File: src/design/mist_bus_macros.svh
`ifndef MIST_BUS_MACROS_SVH
`define MIST_BUS_MACROS_SVH

// Bus widths shared by the arbiter, memory port and IO port

// Byte address on both memory and GCI side
`define MIST_ADDR_W 32

// Store word from the core
`define MIST_WORD_W 32

// Read line returned by external memory
// Two words, each swapped on its own
`define MIST_LINE_W 64

// One enable per byte of the store word
`define MIST_MASK_W 4

// Byte lane width used by the endian swap
`define MIST_BYTE_W 8

// Reads allowed in flight before both ports lock
// Keep a power of two, pointers wrap on overflow
`define MIST_OWNER_DEPTH 4

// Owner queue pointer and occupancy widths
`define MIST_OWNER_PTR_W $clog2(`MIST_OWNER_DEPTH)
`define MIST_OWNER_CNT_W $clog2(`MIST_OWNER_DEPTH + 1)

`endif

File: src/design/mist_bus_pkg.sv
package mist_bus_pkg;

	// Access size on the memory and IO request
	// Encoding matches the external memory bus
	typedef enum logic [1:0] {
		// Single byte
		order_byte = 2'd0,
		// Two bytes
		order_half = 2'd1,
		// Full 32-bit word
		order_word = 2'd2,
		// No transfer size
		order_none = 2'd3
	} mem_order_t;

	// Requester that issued a read still in flight
	typedef enum logic {
		// Instruction fetch port
		owner_inst = 1'b0,
		// Data load port
		owner_data = 1'b1
	} mem_owner_t;

	// Local IO write acknowledge
	// GCI writes never return, so the core is answered here
	typedef enum logic {
		// Nothing to answer
		io_idle = 1'b0,
		// Ack strobe this cycle
		io_write_ack = 1'b1
	} io_ack_state_t;

endpackage

File: src/design/mem_pipe_arbiter.sv
`timescale 1ns/1ns
`include "mist_bus_macros.svh"

module mem_pipe_arbiter
	import mist_bus_pkg::*;
(
	input logic bus_clock,
	input logic reset,
	// Instruction fetch port
	input logic inst_req,
	output logic inst_lock,
	input logic [`MIST_ADDR_W-1:0] inst_addr,
	output logic inst_valid,
	output logic [`MIST_LINE_W-1:0] inst_data,
	// Data port, request side
	input logic data_req,
	output logic data_lock,
	input mem_order_t data_order,
	input logic [`MIST_MASK_W-1:0] data_mask,
	input logic data_rw,
	input logic [`MIST_ADDR_W-1:0] data_addr,
	input logic [`MIST_WORD_W-1:0] data_wdata,
	// Data port, return side
	output logic data_valid,
	output logic [`MIST_LINE_W-1:0] data_rdata,
	// Merged request toward the memory port
	output logic arb_req,
	output mem_order_t arb_order,
	output logic [`MIST_MASK_W-1:0] arb_mask,
	output logic arb_rw,
	output logic [`MIST_ADDR_W-1:0] arb_addr,
	output logic [`MIST_WORD_W-1:0] arb_data,
	// Lock and read return from the memory port
	input logic port_lock,
	input logic port_valid,
	input logic [`MIST_LINE_W-1:0] port_line
);
	// Owner tag per read in flight, oldest at rd_ptr
	mem_owner_t owner_q [`MIST_OWNER_DEPTH];
	logic [`MIST_OWNER_PTR_W-1:0] wr_ptr;
	logic [`MIST_OWNER_PTR_W-1:0] rd_ptr;
	logic [`MIST_OWNER_CNT_W-1:0] owner_count;
	logic owner_full;
	logic owner_empty;
	logic lock_all;
	logic data_take;
	logic inst_take;
	logic push;
	logic pop;
	mem_owner_t head_owner;

	assign owner_full = (owner_count == `MIST_OWNER_CNT_W'(`MIST_OWNER_DEPTH));
	assign owner_empty = (owner_count == '0);

	// Memory back-pressure or no free owner slot stalls both ports
	assign lock_all = port_lock || owner_full;
	assign data_lock = lock_all;
	// Data wins a tie, so fetch also sees a lock while data asks
	assign inst_lock = lock_all || data_req;

	assign data_take = data_req && !lock_all;
	assign inst_take = inst_req && !lock_all && !data_req;

	// Only reads come back, stores leave no tag
	assign push = inst_take || (data_take && !data_rw);
	// Stray return with nothing outstanding is dropped
	assign pop = port_valid && !owner_empty;
	assign head_owner = owner_q[rd_ptr];

	// Returns come back in issue order, head tag picks the port
	assign inst_valid = pop && (head_owner == owner_inst);
	assign data_valid = pop && (head_owner == owner_data);
	assign inst_data = port_line;
	assign data_rdata = port_line;

	// One-cycle strobe per accepted request
	always_ff @(posedge bus_clock) begin
		if (reset) begin
			arb_req <= 1'b0;
		end else begin
			arb_req <= data_take || inst_take;
		end
	end

	// Request fields, loaded only on acceptance
	always_ff @(posedge bus_clock) begin
		if (data_take) begin
			arb_order <= data_order;
			arb_mask <= data_mask;
			arb_rw <= data_rw;
			arb_addr <= data_addr;
			arb_data <= data_wdata;
		end else if (inst_take) begin
			// Fetch is always a full word read
			arb_order <= order_word;
			arb_mask <= '1;
			arb_rw <= 1'b0;
			arb_addr <= inst_addr;
			arb_data <= '0;
		end
	end

	// Tag storage
	always_ff @(posedge bus_clock) begin
		if (push) begin
			owner_q[wr_ptr] <= data_take ? owner_data : owner_inst;
		end
	end

	// Pointers and occupancy
	always_ff @(posedge bus_clock) begin
		if (reset) begin
			wr_ptr <= '0;
			rd_ptr <= '0;
			owner_count <= '0;
		end else begin
			if (push) begin
				wr_ptr <= wr_ptr + 1'b1;
			end
			if (pop) begin
				rd_ptr <= rd_ptr + 1'b1;
			end
			case ({push, pop})
				2'b10: owner_count <= owner_count + 1'b1;
				2'b01: owner_count <= owner_count - 1'b1;
				default: owner_count <= owner_count;
			endcase
		end
	end

endmodule

File: src/design/memory_port.sv
`timescale 1ns/1ns
`include "mist_bus_macros.svh"

module memory_port
	import mist_bus_pkg::*;
(
	input logic bus_clock,
	input logic reset,
	// Request from the arbiter
	input logic arb_req,
	input mem_order_t arb_order,
	input logic [`MIST_MASK_W-1:0] arb_mask,
	input logic arb_rw,
	input logic [`MIST_ADDR_W-1:0] arb_addr,
	input logic [`MIST_WORD_W-1:0] arb_data,
	// Back to the arbiter
	output logic port_lock,
	output logic port_valid,
	output logic [`MIST_LINE_W-1:0] port_line,
	// External memory request
	output logic memory_req,
	output mem_order_t memory_order,
	output logic [`MIST_MASK_W-1:0] memory_mask,
	output logic memory_rw,
	output logic [`MIST_ADDR_W-1:0] memory_addr,
	output logic [`MIST_WORD_W-1:0] memory_data,
	// External memory lock and read return
	input logic memory_lock,
	input logic memory_valid,
	input logic [`MIST_LINE_W-1:0] memory_rdata
);
	// Request parked while memory refuses it
	logic hold_valid;
	mem_order_t hold_order;
	logic [`MIST_MASK_W-1:0] hold_mask;
	logic hold_rw;
	logic [`MIST_ADDR_W-1:0] hold_addr;
	logic [`MIST_WORD_W-1:0] hold_data;
	logic [`MIST_MASK_W-1:0] sel_mask;
	logic [`MIST_WORD_W-1:0] sel_data;

	// Byte order flip inside one word
	function automatic logic [`MIST_WORD_W-1:0] swap_bytes(input logic [`MIST_WORD_W-1:0] word);
		logic [`MIST_WORD_W-1:0] swapped;
		for (int i = 0; i < `MIST_WORD_W / `MIST_BYTE_W; i++) begin
			swapped[`MIST_BYTE_W*i +: `MIST_BYTE_W] =
				word[`MIST_WORD_W-`MIST_BYTE_W-`MIST_BYTE_W*i +: `MIST_BYTE_W];
		end
		return swapped;
	endfunction

	// Byte enables follow their bytes, so the mask is mirrored
	function automatic logic [`MIST_MASK_W-1:0] reverse_mask(input logic [`MIST_MASK_W-1:0] mask);
		logic [`MIST_MASK_W-1:0] reversed;
		for (int i = 0; i < `MIST_MASK_W; i++) begin
			reversed[i] = mask[`MIST_MASK_W-1-i];
		end
		return reversed;
	endfunction

	// Park the request when memory locks while it is on the bus
	always_ff @(posedge bus_clock) begin
		if (reset) begin
			hold_valid <= 1'b0;
		end else if (!hold_valid && arb_req && memory_lock) begin
			hold_valid <= 1'b1;
		end else if (hold_valid && !memory_lock) begin
			// Memory takes it on this edge
			hold_valid <= 1'b0;
		end
	end

	always_ff @(posedge bus_clock) begin
		if (!hold_valid) begin
			hold_order <= arb_order;
			hold_mask <= arb_mask;
			hold_rw <= arb_rw;
			hold_addr <= arb_addr;
			hold_data <= arb_data;
		end
	end

	// Parked copy wins until memory lets go
	assign memory_req = hold_valid || arb_req;
	assign memory_order = hold_valid ? hold_order : arb_order;
	assign memory_rw = hold_valid ? hold_rw : arb_rw;
	assign memory_addr = hold_valid ? hold_addr : arb_addr;
	assign sel_mask = hold_valid ? hold_mask : arb_mask;
	assign sel_data = hold_valid ? hold_data : arb_data;
	assign memory_mask = reverse_mask(sel_mask);
	assign memory_data = swap_bytes(sel_data);

	// Arbiter must not issue while memory is locked
	assign port_lock = memory_lock;

	// Read line, each half swapped on its own, same cycle
	assign port_valid = memory_valid;
	assign port_line = {swap_bytes(memory_rdata[`MIST_LINE_W-1:`MIST_WORD_W]),
		swap_bytes(memory_rdata[`MIST_WORD_W-1:0])};

endmodule

File: src/design/io_port.sv
`timescale 1ns/1ns
`include "mist_bus_macros.svh"

module io_port
	import mist_bus_pkg::*;
(
	input logic bus_clock,
	input logic reset,
	// Core IO request
	input logic io_req,
	input mem_order_t io_order,
	input logic io_rw,
	input logic [`MIST_ADDR_W-1:0] io_addr,
	input logic [`MIST_WORD_W-1:0] io_wdata,
	// Core IO return
	output logic io_busy,
	output logic io_valid,
	output logic [`MIST_WORD_W-1:0] io_rdata,
	output logic io_fault,
	// GCI request
	output logic gci_req,
	output logic gci_rw,
	output logic [`MIST_ADDR_W-1:0] gci_addr,
	output logic [`MIST_WORD_W-1:0] gci_data,
	// GCI busy and read return
	input logic gci_busy,
	input logic gci_ret_valid,
	input logic [`MIST_WORD_W-1:0] gci_ret_data
);
	io_ack_state_t ack_state;
	logic io_take;
	logic bad_write;
	logic fwd_take;

	// GCI back-pressure passes straight to the core
	assign io_busy = gci_busy;
	assign io_take = io_req && !io_busy;
	// Writes narrower than a word are faulted
	assign bad_write = io_rw && (io_order != order_word);
	assign fwd_take = io_take && !bad_write;

	// GCI strobe holds while the bus reports busy
	always_ff @(posedge bus_clock) begin
		if (reset) begin
			gci_req <= 1'b0;
		end else if (fwd_take) begin
			gci_req <= 1'b1;
		end else if (!gci_busy) begin
			gci_req <= 1'b0;
		end
	end

	always_ff @(posedge bus_clock) begin
		if (fwd_take) begin
			gci_rw <= io_rw;
			gci_addr <= io_addr;
			gci_data <= io_wdata;
		end
	end

	// Faulted write dies here with a one-cycle pulse
	always_ff @(posedge bus_clock) begin
		if (reset) begin
			io_fault <= 1'b0;
		end else begin
			io_fault <= io_take && bad_write;
		end
	end

	// Local ack for good writes since GCI never answers them
	always_ff @(posedge bus_clock) begin
		if (reset) begin
			ack_state <= io_idle;
		end else begin
			case (ack_state)
				io_idle: if (fwd_take && io_rw) ack_state <= io_write_ack;
				// Back-to-back write keeps the ack for one more cycle
				io_write_ack: if (!(fwd_take && io_rw)) ack_state <= io_idle;
				default: ack_state <= io_idle;
			endcase
		end
	end

	// Read data comes from GCI whenever it arrives
	assign io_valid = (ack_state == io_write_ack) || gci_ret_valid;
	assign io_rdata = gci_ret_data;

endmodule

File: src/design/mist_bus_unit.sv
`timescale 1ns/1ns
`include "mist_bus_macros.svh"

module mist_bus_unit
	import mist_bus_pkg::*;
(
	input logic bus_clock,
	input logic reset,
	// Instruction fetch port
	input logic inst_req,
	output logic inst_lock,
	input logic [`MIST_ADDR_W-1:0] inst_addr,
	output logic inst_valid,
	output logic [`MIST_LINE_W-1:0] inst_data,
	// Data port
	input logic data_req,
	output logic data_lock,
	input mem_order_t data_order,
	input logic [`MIST_MASK_W-1:0] data_mask,
	input logic data_rw,
	input logic [`MIST_ADDR_W-1:0] data_addr,
	input logic [`MIST_WORD_W-1:0] data_wdata,
	output logic data_valid,
	output logic [`MIST_LINE_W-1:0] data_rdata,
	// External memory
	output logic memory_req,
	input logic memory_lock,
	output mem_order_t memory_order,
	output logic [`MIST_MASK_W-1:0] memory_mask,
	output logic memory_rw,
	output logic [`MIST_ADDR_W-1:0] memory_addr,
	output logic [`MIST_WORD_W-1:0] memory_data,
	input logic memory_valid,
	input logic [`MIST_LINE_W-1:0] memory_rdata,
	// Core IO
	input logic io_req,
	output logic io_busy,
	input mem_order_t io_order,
	input logic io_rw,
	input logic [`MIST_ADDR_W-1:0] io_addr,
	input logic [`MIST_WORD_W-1:0] io_wdata,
	output logic io_valid,
	output logic [`MIST_WORD_W-1:0] io_rdata,
	output logic io_fault,
	// GCI bus
	output logic gci_req,
	input logic gci_busy,
	output logic gci_rw,
	output logic [`MIST_ADDR_W-1:0] gci_addr,
	output logic [`MIST_WORD_W-1:0] gci_data,
	input logic gci_ret_valid,
	input logic [`MIST_WORD_W-1:0] gci_ret_data
);
	// Arbiter to memory port
	logic arb_req;
	mem_order_t arb_order;
	logic [`MIST_MASK_W-1:0] arb_mask;
	logic arb_rw;
	logic [`MIST_ADDR_W-1:0] arb_addr;
	logic [`MIST_WORD_W-1:0] arb_data;
	// Memory port back to arbiter
	logic port_lock;
	logic port_valid;
	logic [`MIST_LINE_W-1:0] port_line;

	mem_pipe_arbiter i_arbiter (
		.bus_clock, .reset,
		.inst_req, .inst_lock, .inst_addr, .inst_valid, .inst_data,
		.data_req, .data_lock, .data_order, .data_mask, .data_rw, .data_addr, .data_wdata,
		.data_valid, .data_rdata,
		.arb_req, .arb_order, .arb_mask, .arb_rw, .arb_addr, .arb_data,
		.port_lock, .port_valid, .port_line
	);

	// Holding register and endian swap toward memory
	memory_port i_memory_port (
		.bus_clock, .reset,
		.arb_req, .arb_order, .arb_mask, .arb_rw, .arb_addr, .arb_data,
		.port_lock, .port_valid, .port_line,
		.memory_req, .memory_order, .memory_mask, .memory_rw, .memory_addr, .memory_data,
		.memory_lock, .memory_valid, .memory_rdata
	);

	// IO path to GCI with local write ack
	io_port i_io_port (
		.bus_clock, .reset,
		.io_req, .io_order, .io_rw, .io_addr, .io_wdata,
		.io_busy, .io_valid, .io_rdata, .io_fault,
		.gci_req, .gci_rw, .gci_addr, .gci_data,
		.gci_busy, .gci_ret_valid, .gci_ret_data
	);

endmodule

File: config.mk
export PLATFORM = sky130hd
export DESIGN_NAME = mist_bus_unit
export DESIGN_NICKNAME = d
export VERILOG_FILES = /design/src/design/mist_bus_pkg.sv /design/src/design/mem_pipe_arbiter.sv /design/src/design/memory_port.sv /design/src/design/io_port.sv /design/src/design/mist_bus_unit.sv
export VERILOG_INCLUDE_DIRS = /design/src /design/src/design
export SDC_FILE = /design/constraint.sdc
export NUM_CORES = 1
export LEC_CHECK = 0
export BUFFER_PORTS_ARGS = -buffer_cell sky130_fd_sc_hd__buf_2
export CAP_MARGIN = 5
export CORE_AREA = 5 5 225 227
export CTS_BUF_LIST = sky130_fd_sc_hd__clkbuf_16
export CTS_CLUSTER_DIAMETER = 200
export DETAILED_ROUTE_END_ITERATION = 10
export DIE_AREA = 0 0 230 232
export HOLD_SLACK_MARGIN = 0.02
export PLACE_DENSITY_LB_ADDON = 0.08
export SYNTH_ARGS = -nofsm -noshare
export SYNTH_HDL_FRONTEND = slang
export SYNTH_SLANG_ARGS = --single-unit
export TNS_END_PERCENT = 20
File: constraint.sdc
create_clock -name bus_clock -period 7.8 [get_ports bus_clock]
set_input_delay 1.56 -clock bus_clock [delete_from_list [all_inputs] [get_ports bus_clock]]
set_output_delay 1.56 -clock bus_clock [all_outputs]
set_load 0.005 [all_outputs]
==> reports/metrics.yaml <==
worst_setup_path:
  path_delay_family: "buffers and inverters"
  critPathBufInv: 2
  crit_fanout: 50
  path_cells: "buf_4 -> mux2_2 -> buf_2"
  cp-start-kind: "flop"
  cpPeakStageDelay_ns: 0.68
  crit_required_ns: 6.24
  crit_type: "flop to output port"
  cp_data_arrival_time_ns: 2.49
  crit_slowest_cell: "buf_4"
  crit_path_end_kind: "output port"
place:
  dpl_worst_slack_ns: 3.894
  dpl.hpwl_um: 22700
  place_congestion: 0.7240
  post_dp_cell_area_um2: 10230
  io_buffers: 323
global_routing:
  grt_pass1_wl_um: 41410
  met3_usage: 0.05221
  grt_max_degree: 67
  overflow: 0
  track_usage: 0.1060
  antenna_found_initial: 3
  top_usage_layer: "met2"
  grt_util_met1: 0.1119
  grt_pass1_vias: 5406
  grtUsageMet2: 0.1847
clock_network:
  path_clk_slew_ns: 0.06
  cts_setup_buffers: 0
  holdBufCountCts: 0
  clk-insertion-delay-late_ns: 0.57
  clockBufferDepth: 3
  cts_tree: "done"
  cts_resized: 0
  numCtsBuffers: 30
  clkSinkCount: 225
  cts-htree-levels: 1
  cts_root_buf: "clkbuf_16"
cells_and_area:
  nets: 1069
  register_area_um2: 5909
  fill_cells: 5206
  drive_above_1_share: 0.5862
  final_cell_mix: "323 x buf_2, 140 x edfxtp_1, 104 x mux2_2, 84 x dfxtp_1, 39 x and2_1"
  layout_commonest_cell: "buf_2"
  multi_input_area_um2: 1864
  stdcell_area_um2: 11140
  syn_to_final_growth_pct: 22.72
outcome:
  status: "complete, no violations"
floorplan:
  dieHeight_um: 232
  design.die.area_um2: 53360
  die_x_um: 230
  rows: 81
  floorplan.initialDensity: 0.1873
  io_pins: 580
  core_um2: 48440
drt:
  wl_per_cell_um: 21.06
  avgViaCountPerCell: 3.537
  drtPass1Iterations: 4
  drc: 0
  wl_um: 30230
  antenna_left: 0
  drtIter0Drc: 133
  vias: 5076
sta:
  rsz0062_at_grt: "false"
  fmax_mhz: 247.1
  relSlewSlack: 0.3958
  worst_slack_ns: 3.753
  finalSetupTns_ns: 0
  post-route-period-util: 0.5189
  setup_viol: 0
  fin_skew_ns: 0.01721
  period_needed_ns: 4.047
  tightest_slew_ns: 0.9063
  drv_slew: 0
  hold_violations: 0
logic_synthesis:
  yosysUniqueCellTypes: 31
  synth_area_leader_cell: "edfxtp_1"
  synth_seq_cells: 225
  synth-warning-count: 0
  yosysSeqAreaShare: 0.6508
  synth_area_leaders: "edfxtp_1 46%, dfxtp_1 19%, buf_4 13%"
  syn_area_per_cell_um2: 15.00
  syn_area_um2: 9075
  syn_inst: 605
  syn_nets: 886
  yosysTopAreaCellShare: 0.4633
power_and_ir_drop:
  power_frac_seq: 0.471
  pwr-share-comb: 0.118
  p_sw_frac: 0.2484
  pwr-share-clk: 0.411
  leakage_nw: 4.504
  vdd_ir_drop_max_mv: 0.1532
  pwr_density_cell_nw_per_um2: 275.9
  switching_power_w: 0.0007632
  internal-power_w: 0.002310
flow_run:
  cap_violations: 0
hold_path:
  hp-class: "flop to flop"
-- per-stage QoR --
step / total power (W) / std cells / hold slack, ns / utilization
final: 0.003073 / 1435 / 0.4679 / 0.2299
after global routing: 0.003263 / 1434 / 0.4798 / 0.2298
after CTS: 0.003175 / 1434 / 0.4718 / 0.2298
after detailed placement: 0.001856 / 1378 / 0.4555 / 0.2112
after global placement: 0.001854 / 1378 / 0.4553 / 0.2112
after floorplan: 0.001726 / 605 / 0.4641 / -
-- cell usage after synthesis --
master       n
o21ai_0      1
mux4_2       1
ha_1         5
edfxtp_1   140
xor2_1       4
nor3b_4      2
dfxtp_1     85
nor2b_1      3
nor2_1      12
and3b_1      1
or2_2        3
buf_2        5
o311ai_0     1
buf_4      161
o21ba_2      1
o31ai_1      1
nor3_1       1
nand2b_1     8
inv_1        7
fa_1         1
a21boi_0     1
a21oi_1      2
or3_1        2
buf_6        3
mux2_2     104
mux2i_1      1
buf_1        1
a2111oi_4    1
and2_1      39
clkbuf_1     7
nand3b_1     1
-- registers in the layout, indices dropped and copies added (netlist names), 4 cells and up, named ones only --
register                 flops
i_io_port.gci_addr          32
i_io_port.gci_data          32
i_arbiter.arb_mask           4
i_memory_port.hold_addr     32
i_memory_port.hold_data     32
i_memory_port.hold_mask      4
i_arbiter.arb_addr          32
i_arbiter.owner_q            4
i_arbiter.arb_data          32
-- logic make-up (layout without fill, tap and decap cells) --
group                    after synthesis  in the layout  synth area share
XOR/XNOR                               4              4          0.003860
adder cells (fa/ha/maj)                6              6          0.009100
flip-flops                           225            225            0.6508
AO/OA/AOI/OAI                          8              8          0.008411
other                                  0              1                 0
buffers and inverters                184            391            0.1459
AND/OR/NAND/NOR                       72             72           0.04936
multiplexers                         106            106            0.1326
-- per-layer routing --
layer | up-vias | routed length [um]
li1 | 2303 | -
met1 | 2345 | 10610
met2 | 326 | 15230
met3 | 98 | 3309
met4 | 4 | 1058
met5 | - | 23
-- final timing paths --
check	start	end	slack (ns)	depth (start not counted)
hold reg to reg	i_memory_port.hold_mask[3]	i_memory_port.hold_mask[3]	0.47	1
setup reg to reg	i_arbiter.owner_count[0]	i_arbiter.arb_mask[1]	5.22	4
hold / removal	i_memory_port.hold_mask[3]	i_memory_port.hold_mask[3]	0.47	1
setup / recovery	i_memory_port.hold_valid	memory_rw	3.75	3
-- worst register-to-register path: stages (launching register included) --
cell and delay, ns:
dfxtp_1 0.45, nor3b_4 0.11, or2_2 0.33, nor2_4 0.47, buf_4 0.79
-- final cells by class --
cell class	count	share of cell area
clock buffers	30	0.06741
inverters	7	0.002359
clock inverters	26	0.01359
diodes	1	0.0002247
repair buffers	328	0.1485
multi-input cells	196	0.1674
flip-flops and latches	225	0.5306
well taps	622	0.06988
-- power groups by stage --
| stage | logic [W] | clock network, W | registers [W] |
|---|---|---|---|
| 4_1_cts | 0.000382 | 0.00134 | 0.00145 |
| 3_3_place_gp | 0.000380 | 0 | 0.00147 |
| 2_1_floorplan | 0.000255 | 0 | 0.00147 |
| 3_5_place_dp | 0.000381 | 0 | 0.00148 |
| 6_report | 0.000363 | 0.00126 | 0.00145 |
| 5_1_grt | 0.000408 | 0.00140 | 0.00146 |
No activity file was read; power rests on OpenSTA's default activity.
